===== src/g729Pkg.sv =====
`default_nettype none

package g729Pkg;

	////////////////////////////////////////////////////////////
	// Data words

	// Q15 sample for x, h and y
	typedef logic signed [15:0] word16;

	// Accumulator and memory word
	typedef logic signed [31:0] word32;

	////////////////////////////////////////////////////////////
	// Scratch memory addressing

	typedef logic [10:0] memAddr;

	// Upper address bits pick the vector region
	typedef logic [4:0] regionId;

	// Lower address bits, also the loop counter width
	typedef logic [5:0] vecIndex;

	////////////////////////////////////////////////////////////
	// Engine FSM

	typedef enum logic [3:0]
	{
		idle,
		outerLoop,
		innerLoop,
		readX,
		readH,
		macWait,
		shiftStart,
		shiftWait,
		writeY,
		finish
	} convState;

endpackage

`default_nettype wire


===== src/memBus.sv =====
`timescale 1ns/1ns
`default_nettype none

// One port into the scratch memory, read data one cycle after addr
interface memBus;
	import g729Pkg::*;

	memAddr addr;
	logic writeEn;
	word32 writeData;
	word32 readData;

	modport requester
	(
		output addr,
		output writeEn,
		output writeData,
		input readData
	);

	modport arbiter
	(
		input addr,
		input writeEn,
		input writeData,
		output readData
	);

endinterface

`default_nettype wire


===== src/convolve.sv =====
`timescale 1ns/1ns
`default_nettype none

module convolve #(
	parameter int vecLen = 40,
	parameter g729Pkg::regionId inputBase = 5'd0,
	parameter g729Pkg::regionId impulseBase = 5'd1,
	parameter g729Pkg::regionId outputBase = 5'd2
)
(
	input wire clk,
	input wire reset,
	input wire start,
	output logic busy,
	output logic done,
	memBus.requester bus,
	output logic macValid,
	output g729Pkg::word16 macA,
	output g729Pkg::word16 macB,
	output g729Pkg::word32 macAcc,
	input wire g729Pkg::word32 macResult,
	output logic shiftStart,
	output g729Pkg::word32 shiftIn,
	input wire g729Pkg::word32 shiftOut,
	input wire shiftDone
);
	import g729Pkg::*;

	localparam vecIndex lastIndex = vecIndex'(vecLen - 1);

	convState state;
	convState nextState;
	vecIndex n;
	vecIndex i;
	word32 sum;
	word16 xHeld;

	////////////////////////////////////////////////////////////
	// State and loop counters

	always_ff @(posedge clk)
	begin
		if (reset)
		begin
			state <= idle;
			n <= '0;
			i <= '0;
			done <= 1'b0;
		end
		else
		begin
			state <= nextState;
			// Pulse lands on the first idle cycle
			done <= (state == finish);
			case (state)
				idle:
					n <= '0;
				outerLoop:
					i <= '0;
				macWait:
					if (i != n)
						i <= i + 1'b1;
				writeY:
					if (n != lastIndex)
						n <= n + 1'b1;
				default:
					;
			endcase
		end
	end

	// Running sum and held x sample
	always_ff @(posedge clk)
	begin
		case (state)
			outerLoop:
				sum <= '0;
			readX:
				xHeld <= bus.readData[15:0];
			macWait:
				sum <= macResult;
			shiftWait:
				if (shiftDone)
					sum <= shiftOut;
			default:
				;
		endcase
	end

	////////////////////////////////////////////////////////////
	// Next state and memory strobes

	always_comb
	begin
		nextState = state;
		bus.addr = '0;
		bus.writeEn = 1'b0;
		bus.writeData = '0;
		macValid = 1'b0;
		shiftStart = 1'b0;
		case (state)
			idle:
				if (start)
					nextState = outerLoop;
			outerLoop:
				nextState = innerLoop;
			innerLoop:
			begin
				bus.addr = {inputBase, i};
				nextState = readX;
			end
			readX:
			begin
				// h[n-i]
				bus.addr = {impulseBase, vecIndex'(n - i)};
				nextState = readH;
			end
			readH:
			begin
				macValid = 1'b1;
				nextState = macWait;
			end
			macWait:
				nextState = (i == n) ? g729Pkg::shiftStart : innerLoop;
			g729Pkg::shiftStart:
			begin
				shiftStart = 1'b1;
				nextState = shiftWait;
			end
			shiftWait:
				if (shiftDone)
					nextState = writeY;
			writeY:
			begin
				// extract_h into the upper half
				bus.addr = {outputBase, n};
				bus.writeEn = 1'b1;
				bus.writeData = {sum[31:16], 16'h0000};
				nextState = (n == lastIndex) ? finish : outerLoop;
			end
			default:
				nextState = idle;
		endcase
	end

	// h arrives straight off the bus in readH
	assign macA = xHeld;
	assign macB = bus.readData[15:0];
	assign macAcc = sum;
	assign shiftIn = sum;
	assign busy = (state != idle);

endmodule

`default_nettype wire


===== src/flat_wrapper.sv =====
// flat-port wrapper written by rule: the top's interface ports become plain ports
module convolve_flat import g729Pkg::*;
#(
	parameter int vecLen = 40,
	parameter g729Pkg::regionId inputBase = 5'd0,
	parameter g729Pkg::regionId impulseBase = 5'd1,
	parameter g729Pkg::regionId outputBase = 5'd2
)
  (clk, reset, start, busy, done, macValid, macA, macB, macAcc, macResult, shiftStart, shiftIn, shiftOut, shiftDone, bus_addr, bus_writeEn, bus_writeData, bus_readData);
  memBus bus_i ();
  input wire clk;
  input wire reset;
  input wire start;
  output logic busy;
  output logic done;
  output logic macValid;
  output g729Pkg::word16 macA;
  output g729Pkg::word16 macB;
  output g729Pkg::word32 macAcc;
  input wire g729Pkg::word32 macResult;
  output logic shiftStart;
  output g729Pkg::word32 shiftIn;
  input wire g729Pkg::word32 shiftOut;
  input wire shiftDone;
  output wire logic [$bits(bus_i.addr)-1:0] bus_addr;
  output wire logic [$bits(bus_i.writeEn)-1:0] bus_writeEn;
  output wire logic [$bits(bus_i.writeData)-1:0] bus_writeData;
  input wire logic [$bits(bus_i.readData)-1:0] bus_readData;
  assign bus_addr = bus_i.addr;
  assign bus_writeEn = bus_i.writeEn;
  assign bus_writeData = bus_i.writeData;
  assign bus_i.readData = bus_readData;
  convolve #(.vecLen(vecLen), .inputBase(inputBase), .impulseBase(impulseBase), .outputBase(outputBase)) u_core (.clk(clk), .reset(reset), .start(start), .busy(busy), .done(done), .bus(bus_i), .macValid(macValid), .macA(macA), .macB(macB), .macAcc(macAcc), .macResult(macResult), .shiftStart(shiftStart), .shiftIn(shiftIn), .shiftOut(shiftOut), .shiftDone(shiftDone));
endmodule

===== config.mk =====
export PLATFORM = sky130hd
export DESIGN_NAME = convolve_flat
export DESIGN_NICKNAME = d
export VERILOG_FILES = /design/src/g729Pkg.sv /design/src/memBus.sv /design/src/convolve.sv /design/src/flat_wrapper.sv
export SDC_FILE = /design/constraint.sdc
export NUM_CORES = 1
export LEC_CHECK = 0
export ABC_AREA = 0
export BUFFER_PORTS_ARGS = -buffer_cell sky130_fd_sc_hd__buf_2
export CORE_MARGIN = 1
export CORE_UTILIZATION = 38
export CTS_BUF_LIST = sky130_fd_sc_hd__clkbuf_16
export CTS_CLUSTER_DIAMETER = 120
export DETAILED_ROUTE_END_ITERATION = 16
export GPL_TIMING_DRIVEN = 0
export PLACE_DENSITY = 0.74
export SYNTH_ARGS = -nofsm -noshare
export SYNTH_HDL_FRONTEND = slang
export SYNTH_SLANG_ARGS = --single-unit

===== constraint.sdc =====
create_clock -name clk -period 2.6 [get_ports clk]
set_input_delay 0.26 -clock clk [delete_from_list [all_inputs] [get_ports clk]]
set_output_delay 0.26 -clock clk [all_outputs]
set_load 0.1 [all_outputs]

; ---- Word-level counts from Yosys, hierarchy flattened
; Index checks and enable logic that the tools add are counted.
[word_totals]
wordCells = 51
out_inout_bits = 144
ff_bits = 65
in_bits = 100
[classes]
n_addsub = 3
mux = 16
n_eq_ne = 17
reduce_logical = 9
[ops]
columns = cell, count
row1 = 32-bit one-hot mux with 3 select lines, 1
row2 = 32-bit 2-to-1 mux, 2
row3 = 4-bit one-hot mux with 9 select lines, 1
row4 = 6-bit one-hot mux with 2 select lines, 2
row5 = 8-bit one-hot mux with 3 select lines, 1
row6 = 4-bit by 3-bit equality test with 1-bit output (second input constant), 4
row7 = 6-bit by 1-bit adder with 6-bit output (second input constant), 2
row8 = 4-bit 2-to-1 mux, 3
row9 = 6-bit 2-to-1 mux, 2
row10 = 4-bit by 2-bit equality test with 1-bit output (second input constant), 2
row11 = 4-bit equality test (second input constant), 2
row12 = 2-bit AND reduction, 4
row13 = 6-bit equality test, 1
row14 = 6-bit equality test (second input constant), 1
row15 = 6-bit inequality test, 1
row16 = 6-bit inequality test (second input constant), 1
row17 = 6-bit subtractor, 1
row18 = 4-bit by 1-bit equality test with 1-bit output (second input constant), 1
row19 = 4-bit logical NOT, 1
row20 = 2-bit by 1-bit inequality test with 1-bit output (second input constant), 2
row21 = 2-bit inequality test (second input constant), 2
row22 = 2-bit nonzero test, 2
row23 = 4-bit nonzero test, 1
row24 = 1-bit 2-to-1 mux, 3
row25 = 2 further kinds, 2

; ---- Longest topological paths before layout
; Gate-level depths: netlist of run 1.
[depth]
depth_word = 3
ltp_mapped = 8
ltp_nobuf = 8

; ---- Worst setup path before layout of run 1
; OpenSTA, ideal clock, no wires.
[synth_path]
path_kind = register to output
start = register u_core.i[0]
end = output bus_addr[4]
stages_incl_launch_ff = 8
arrival_time_ps = 3485
n_path_buf = 0
path_slack_ps = -1145
required_ps = 2340
path_cell_list = dfxtp_1 ha_1 inv_1 fa_1 a21o_1 a21oi_1 xor2_1 o21ai_0
[synth_between]
elab_chain_len = 2
[synth_rtl]
columns = item, line_no
row1 = start: declaration, convolve.sv:34  ; vecIndex i;
row2 = start signal: assignment, convolve.sv:62  ; i <= i + 1'b1;
row3 = 6-bit subtractor, convolve.sv:115  ; bus.addr = {impulseBase, vecIndex'(n - i)};
row4 = 8-bit one-hot mux with 3 select lines, convolve.sv:101  ; case (state)
row5 = end: declaration, flat_wrapper.sv:25  ; output wire logic [$bits(bus_i.addr)-1:0] bus_addr;
; No other way between the ends.

; ---- Worst setup path after layout of run 1
[layout_path]
start = register u_core.i[2]
end = output bus_addr[5]
; The elaborated chain is that of the path after synthesis.

==> summary by stage, run 1 <==
Floorplanning
The row count is 35. During I/O placement, the number of pins put on the boundary was 244. After floorplanning, the core was sized to cover 0.00933 mm^2. The die footprint is 0.0101 mm^2. For this configuration, the core starts out at a cell density of 39.5%. Measured along the y axis, the die boundary spans 101 um. The die span in x is 101 um.

Timing
The number of pins exceeding their max-slew limit in the final report came to 0. Setup repair after global routing left no endpoint under its margin. The final worst-path cycle share is 98.1%.

The highest clock frequency the design can meet is 392 MHz. Headroom to the max-slew limit came out at 59.4%. The number of failing hold endpoints at the final stage is 0. The accumulated negative setup slack is 0 ns. The clock arrives with 0.00811 ns of skew. The total of endpoints with negative setup slack in the final report is 0. The clock period could shrink to 2.55 ns. At the pin with the least slew margin, the transition time is 0.603 ns.

Synth
The mapped netlist covers 0.00369 mm^2. The sequential-to-total area share from yosys stat is 48.3%. After synthesis, the netlist uses 55 different library cells. Averaged over all synthesized cells, the footprint is 10.9 um^2. The synthesized netlist devotes 2.92% of its cell area to adder and majority cells. In this run, synthesis inferred 48 flip-flops with an integrated enable.

The fraction of the mapped netlist area in compound gates is 15.4%. The main combinational cell family by area after synthesis is buffers and inverters. Synthesis produced 337 cells. Of the total synthesized cell area, the portion taken by XOR and XNOR cells is 1.39%.

After synthesis, the share of cell area in mux cells is 0.305%. The count of yosys warnings during synthesis is 0. The post-synthesis share of cell area spent on and, or, nand and nor gates is 14.5%. The fraction of registers with async set or reset after synthesis is 0%. In this run, synthesis produced a sequential element count of 65. For this run, the leading register cell type out of synthesis is sky130_fd_sc_hd__edfxtp_1.

Clocking
The clock insertion delay at the later pin of the skew report is 0.33 ns. The clock tree from TritonCTS is built. Clock-pin slew was measured on the worst setup and hold paths at 0.05 ns. The depth of the CTS H-tree is 3. In this run the clock root is driven by a sky130_fd_sc_hd__clkbuf_16. The maximum root-to-sink buffer count is 2. The number of clock buffers inserted by TritonCTS is 9. The clock net sink count is 65.

Detailed routing
The initial detailed-routing violation count is 131. The number of DRC violations after detailed routing is 0. The iteration count of the initial detailed-routing pass is 4. The total wirelength of the detailed-routed design is 10.8 mm.

The count of nets left with antenna violations after detail routing is 0. The final route contains 3500 vias. After detailed routing, the average wire length per cell comes to 15.1 um.

Dividing the detail-routed via count by the number of cells gives 4.90.

Pwr
Per report_power, the clock group accounts for 27.0% of the total. The cell leakage power is 2.64 nW. VDD sags by at most 0.000316 V.

For this design the ratio of total power to cell area is 733 mW/mm^2. In this run, flip-flops and latches consume 31.7% of the power. Combinational logic burns 41.3% of the power.

The switching power share of the total is 46.1%. The net switching power is 1.82 mW. The overall power is 3.95 mW. The internal power consumption is 2.13 mW.

GRT
Global routing used 20.5% of the available tracks across all layers. The number of global-route vias before repair is 3198. The global-route wire length before repair is 15.7 mm. Entering global routing, the biggest net connects 33 pins. Summed over all layers, the global routing overflow is 0. The number of antenna violations at the first check in global routing was 0.

Worst setup path
The start point of the critical path is u_core.i[2]. The critical path required time is 2.34 ns. Walking the worst path, the cells encountered are inv_1 -> ha_1 -> o21a_1 -> o31a_1 -> or3_1 -> nand3_1 -> buf_8. The kind of cell with the highest combined delay along the critical path is simple AND/OR/NAND/NOR gates. The class of the most critical setup path is flip-flop to primary output. The worst setup path is launched from a flip-flop. On the critical path, the stage with the largest delay is an instance of sky130_fd_sc_hd__dfxtp_1.

Along the worst path, the maximum fanout reaches 6. In this design, the stage delay of the slowest critical-path cell is 0.43 ns. The critical path arrival is 2.29 ns. The element type at the critical path end is a primary output. In this run the critical register-to-register path is launched from u_core.i[2]. The count of buffer and inverter cells on the critical path is 2.

Run status
The flow ran to the end, and the final reports show no timing, DRC or antenna violations.

Place
The final weighted congestion of routability-driven global placement is 0.871. The post-detailed-placement half-perimeter wirelength is 8.14 mm. The count of buffers added on input and output ports is 208.

Hold path
The min-delay analysis places its worst path in the category input port to flip-flop. The worst hold path begins at bus_readData[5].

Cells and area
The most common cell after layout, fill and taps aside is sky130_fd_sc_hd__buf_2. Of the cells placed in the final design, the portion with a size suffix greater than 1 is 56.3%. Relative to the synthesized area, the layout overhead comes to 46.3%.

The number of antenna cells inserted is 0. After the last flow step, the layout net total stands at 689. The library cells used most frequently in the layout, excluding fill and tap cells, are 212 x sky130_fd_sc_hd__buf_2, 73 x sky130_fd_sc_hd__buf_4, 48 x sky130_fd_sc_hd__edfxtp_1.

Job
The number of max-capacitance violations reported is 0.
==> layer usage <==
layer	wire length, um	GRT usage (%)	vias to the layer above
li1	-	-	1657
met1	4380	24.9	1687
met2	5670	35.1	137
met3	562	4.16	19
met4	222	8.81	0
met5	0	0	-
==> logic make-up after synthesis <==
kind of cell,Yosys count
multiplexers,1
adder cells (fa/ha/maj),8
buffers and inverters,96
other,1
flip-flops,65
AND/OR/NAND/NOR,90
AO/OA/AOI/OAI,71
XOR/XNOR,5
==> per-stage QoR <==
stage	instances	util [%]	setup WS, ns	hold slack (ns)	area, um^2
final	715	57.8	0.0506	0.123	5400
after global routing	715	57.8	0.0113	0.115	5400
after CTS	710	56.8	0.0156	0.116	5300
after detailed placement	693	53.7	0.131	0.456	5010
after global placement	692	53.4	0.179	0.453	4980
after floorplan	355	-	0.0798	0.359	3780
==> power by group through the flow <==
| stage | combinational (mW) | sequential [mW] | clock [mW] |
|---|---|---|---|
| after floorplan | 0.902 | 1.72 | 0 |
| after global placement | 1.59 | 1.27 | 0 |
| after detailed placement | 1.62 | 1.27 | 0 |
| after CTS | 1.62 | 1.25 | 1.09 |
| after global routing | 1.68 | 1.26 | 1.13 |
| final | 1.63 | 1.25 | 1.07 |
==> Yosys cell counts, types with 4 or more instances <==
library cell / number / area share (%)
sky130_fd_sc_hd__buf_4: 68 / 14
sky130_fd_sc_hd__edfxtp_1: 48 / 39
sky130_fd_sc_hd__a22o_1: 32 / 7.6
sky130_fd_sc_hd__and3_1: 18 / 3.1
sky130_fd_sc_hd__dfxtp_1: 17 / 9.2
sky130_fd_sc_hd__nor2_1: 14 / 1.4
sky130_fd_sc_hd__inv_1: 13 / 1.3
sky130_fd_sc_hd__nand2_1: 11 / 1.1
sky130_fd_sc_hd__a21oi_1: 10 / 1.4
sky130_fd_sc_hd__buf_2: 8 / 1.1
sky130_fd_sc_hd__ha_1: 7 / 2.4
sky130_fd_sc_hd__clkbuf_1: 6 / 0.61
sky130_fd_sc_hd__nand2b_1: 5 / 0.85
sky130_fd_sc_hd__nand3_1: 5 / 0.68
sky130_fd_sc_hd__nor3_1: 5 / 0.68
sky130_fd_sc_hd__or3_1: 5 / 0.85
sky130_fd_sc_hd__o21ai_0: 4 / 0.54
sky130_fd_sc_hd__xor2_1: 4 / 0.95
==> sequential cells by signal, indices dropped and copies added (netlist names) <==
name and flops:
u_core.macAcc 32, u_core.macA 16, u_core.i 6, u_core.n 6, u_core.state 4, u_core.done 1
==> final timing paths <==
kind	end	slack, ns	cells after the start
worst min-delay path	u_core.macA[5]	0.12	1
worst max register to register	u_core.i[4]	0.52	6
worst max-delay path	bus_addr[5]	0.05	7
worst min register to register	u_core.i[0]	0.52	2
==> area by class of cell <==
cell class | instances | area (um^2)
plain buffers | 83 | 589
well taps | 129 | 161
repair inverters | 1 | 5.00
repair buffers | 214 | 1140
fillers | 806 | 3930
clock inverters | 7 | 40.0
flip-flops and latches | 65 | 1780
inverters | 13 | 52.6
multi-input cells | 194 | 1400
clock buffers | 9 | 225
==> repair_timing <==
| item | in CTS | in global routing |
|---|---|---|
| gates cloned | 1 | 0 |
| buffers inserted | 0 | 5 |
| hold buffers | 0 | 0 |
| gates resized for setup | 5 | 25 |
| pin swaps | 0 | 1 |
| setup endpoints to repair | 6 | 22 |
(Power assumes the default switching activity.)
==> run 2: changes to the inputs <==
Settings changed: CORE_AREA set to 2 2 96 98, CORE_MARGIN 1 to not set, CORE_UTILIZATION 38 to not set, DIE_AREA set to 0 0 98 100, PLACE_DENSITY 0.74 to 0.78.
Clock period 2.6 ns to 3 ns, I/O delays scaled along.
==> summary by stage, run 2 (synthesis gave the netlist of run 1 again) <==
Run status
The run finished with clean final reports.

Timing
The highest clock frequency the design can meet is 358 MHz. The number of failing hold endpoints at the final stage came to 0 (unchanged). Setup repair after global routing left no endpoint under its margin.

The post-route clock skew is 0.00834 ns (+0.000233 ns). The relative slew slack is 52.2% (-7.2 points). The final critical-path required period is 2.80 ns. The worst hold-check slack was 0.160 ns (+0.0364 ns).

The total of endpoints with negative setup slack in the final report is 0 (unchanged). The post-layout worst setup margin was 0.204 ns (+0.153 ns). The number of pins exceeding their max-slew limit in the final report is 0 (unchanged). The actual transition at the worst max-transition pin came to 0.717 ns (+0.114 ns). In the finished design, the share of the clock period the worst path needs comes to 93.2%.

Floorplanning
The row count is 35 (unchanged). The vertical extent of the die is 100 um (-0.52%). The starting utilization of the core area was 41.5% (+1.9 points). The die footprint is 0.00980 mm^2 (-3.0%). The count of boundary I/O pins is 244 (unchanged). The die span in x is 98 um (-2.5%). The core region area is 0.00889 mm^2 (-4.7%).

Cells and area
The share of cells above drive strength 1 was 54.0% (-2.3 points). The most common cell after layout, fill and taps aside is sky130_fd_sc_hd__buf_2. The number of antenna cells inserted is 0 (unchanged). The area added between synthesis and finish is 44.3%. In the layout the commonest cells are 216 x sky130_fd_sc_hd__buf_2, 68 x sky130_fd_sc_hd__buf_4, 48 x sky130_fd_sc_hd__edfxtp_1.

The area of all placed cells without fillers was 0.00532 mm^2 (-1.3%). The number of flip-flops under the largest register name is 32 (unchanged). The net count reported at finish is 683 (-0.87%).

Detailed routing
The iteration count of the initial detailed-routing pass is 4 (unchanged). The initial detailed-routing violation count is 170 (+30%). The total wirelength of the detailed-routed design is 10.1 mm (-6.4%). The average routed wire per standard cell is 14.7 um (-3.1%). The via count normalized by instance count is 4.90 (+0.19%). The count of nets left with antenna violations after detail routing is 0 (unchanged).

The via total after detailed routing is 3389 (-3.2%). The number of DRC violations after detailed routing was 0 (unchanged).

Worst setup path
The critical path required time was 2.70 ns (+0.36 ns). The cell at the slowest stage of the critical path is sky130_fd_sc_hd__nor3_1. The class of the most critical setup path is flip-flop to primary output. The worst setup path is launched from a flip-flop.

The maximum cell stage delay along the critical path is 0.52 ns (+0.09 ns). The critical path's most frequent cell is sky130_fd_sc_hd__buf_2. The top fanout value on the critical path is 10 (+4). The critical path arrival is 2.50 ns (+0.21 ns). STA classifies the critical path endpoint as a primary output. The kind of cell with the highest combined delay on the critical path is buffers and inverters. The count of buffer and inverter cells on the critical path was 2 (unchanged).

The signal on the critical path passes through buf_2 -> nand2b_1 -> nor3_1 -> a22oi_1 -> o31ai_2 -> buf_2.

Place
The instance area after placement is 0.00497 mm^2 (-0.80%). The final weighted congestion of routability-driven global placement is 0.913 (+4.8%). The worst slack at placement came to 0.572 ns (+0.441 ns). The post-detailed-placement half-perimeter wirelength is 7.89 mm (-3.1%). The number of buffers inserted by port buffering is 208 (unchanged).

Pwr
The combinational cell fraction of total power is 37.7% (-3.6 points). The power density over the cells is 695 mW/mm^2 (-5.1%). The net switching power is 1.59 mW (-13%). The switching power share of the total is 43.1% (-3.1 points). The internal power consumption is 2.11 mW (-1.1%). The peak supply drop is 0.000346 V (+9.4%). The cell leakage power is 2.64 nW (-0.13%).

The proportion of power drawn by flip-flops and latches was 29.3% (-2.4 points). The power share of the clock group was 33.0% (+6.0 points).

GRT
The global-route wire length before repair is 15.3 mm (-2.7%). The number of antenna violations at the first check in global routing is 0 (unchanged). The number of global-route vias before repair is 3014 (-5.8%). The global-route usage over all layers is 19.6% (-0.87 points). The largest net degree at the start of global routing is 33 (unchanged).

The remaining global-route overflow is 0 (unchanged).

Clocking
The clock-pin slew of the registers on the worst-case setup and hold paths is 0.06 ns (about the same). The number of gates resized after CTS is 0 (-5). The root buffer cell chosen for the clock tree is sky130_fd_sc_hd__clkbuf_16. The depth of the CTS H-tree is 3 (unchanged).

The clock tree from TritonCTS is built. The setup fix buffers added after clock tree synthesis is 0 (unchanged). The cts-stage hold buffer count is 0 (unchanged). The number of clock buffers inserted by TritonCTS is 9 (unchanged). The clock insertion delay at the later pin of the skew report is 0.33 ns (about the same).

The maximum root-to-sink buffer count came to 2 (unchanged). The clock net sink count was 65 (unchanged).

Job
The number of max-capacitance violations reported came to 0 (unchanged).

Hold path
The path class of the tightest hold or removal check is input port to flip-flop.
==> run 2: cell count changes in the layout (fill, tap and decap cells not counted), sizes merged <==
cell	previous run	this run
buf	290	286
clkinvlp	4	0
bufinv	0	3
clkbuf	16	15
clkinv	3	2
inv	14	15
==> run 2: final cells by class <==
class                   count  area [um^2]
fillers                   796         3570
clock inverters             7          125
multi-input cells         194         1360
flip-flops and latches     65         1780
inverters                  13         48.8
clock buffers               9          225
well taps                 111          139
plain buffers              83          584
repair buffers            209         1060
==> run 2: worst register-to-register path: stages (launching register included) <==
cell and delay (ns):
sky130_fd_sc_hd__dfxtp_1 0.45, sky130_fd_sc_hd__inv_1 0.07, sky130_fd_sc_hd__ha_1 0.37, sky130_fd_sc_hd__nand3_1 0.20
sky130_fd_sc_hd__o41ai_2 0.57, sky130_fd_sc_hd__o21ai_0 0.16, sky130_fd_sc_hd__a21oi_1 0.14
==> run 2: per-layer routing <==
metal	part of all wire (%)	GRT usage (%)
met1	40	24.8
met2	53	33.6
met3	5.7	3.62
met4	1.5	7.37
met5	0	0
==> run 2: worst paths after layout <==
path	cells after the start	from	endpoint	slack [ns]
setup / recovery	6	u_core.state[1]	bus_addr[3]	0.20
hold / removal	1	bus_readData[12]	u_core.macA[12]	0.16
setup reg to reg	6	u_core.i[2]	u_core.i[3]	0.95
hold reg to reg	2	u_core.i[4]	u_core.i[4]	0.52
==> run 2: through the flow <==
stage | setup TNS, ns | instances | total power [mW] | util (%)
6_report | 0 | 691 | 3.70 | 59.9
3_5_place_dp | 0 | 675 | 2.50 | 55.9
5_1_grt | 0 | 691 | 3.80 | 59.9
3_3_place_gp | -10.88 | 674 | 2.48 | 55.6
2_1_floorplan | -0.0301 | 355 | 2.27 | -
4_1_cts | 0 | 691 | 3.71 | 59.9
==> run 2: power by group through the flow <==
stage               Sequential (mW)  Clock, mW  Combinational, mW
detailed placement             1.10          0               1.39
finish                         1.08       1.22               1.39
global route                   1.09       1.27               1.43
floorplan                      1.49          0              0.779
global placement               1.10          0               1.37
CTS                            1.08       1.23               1.39
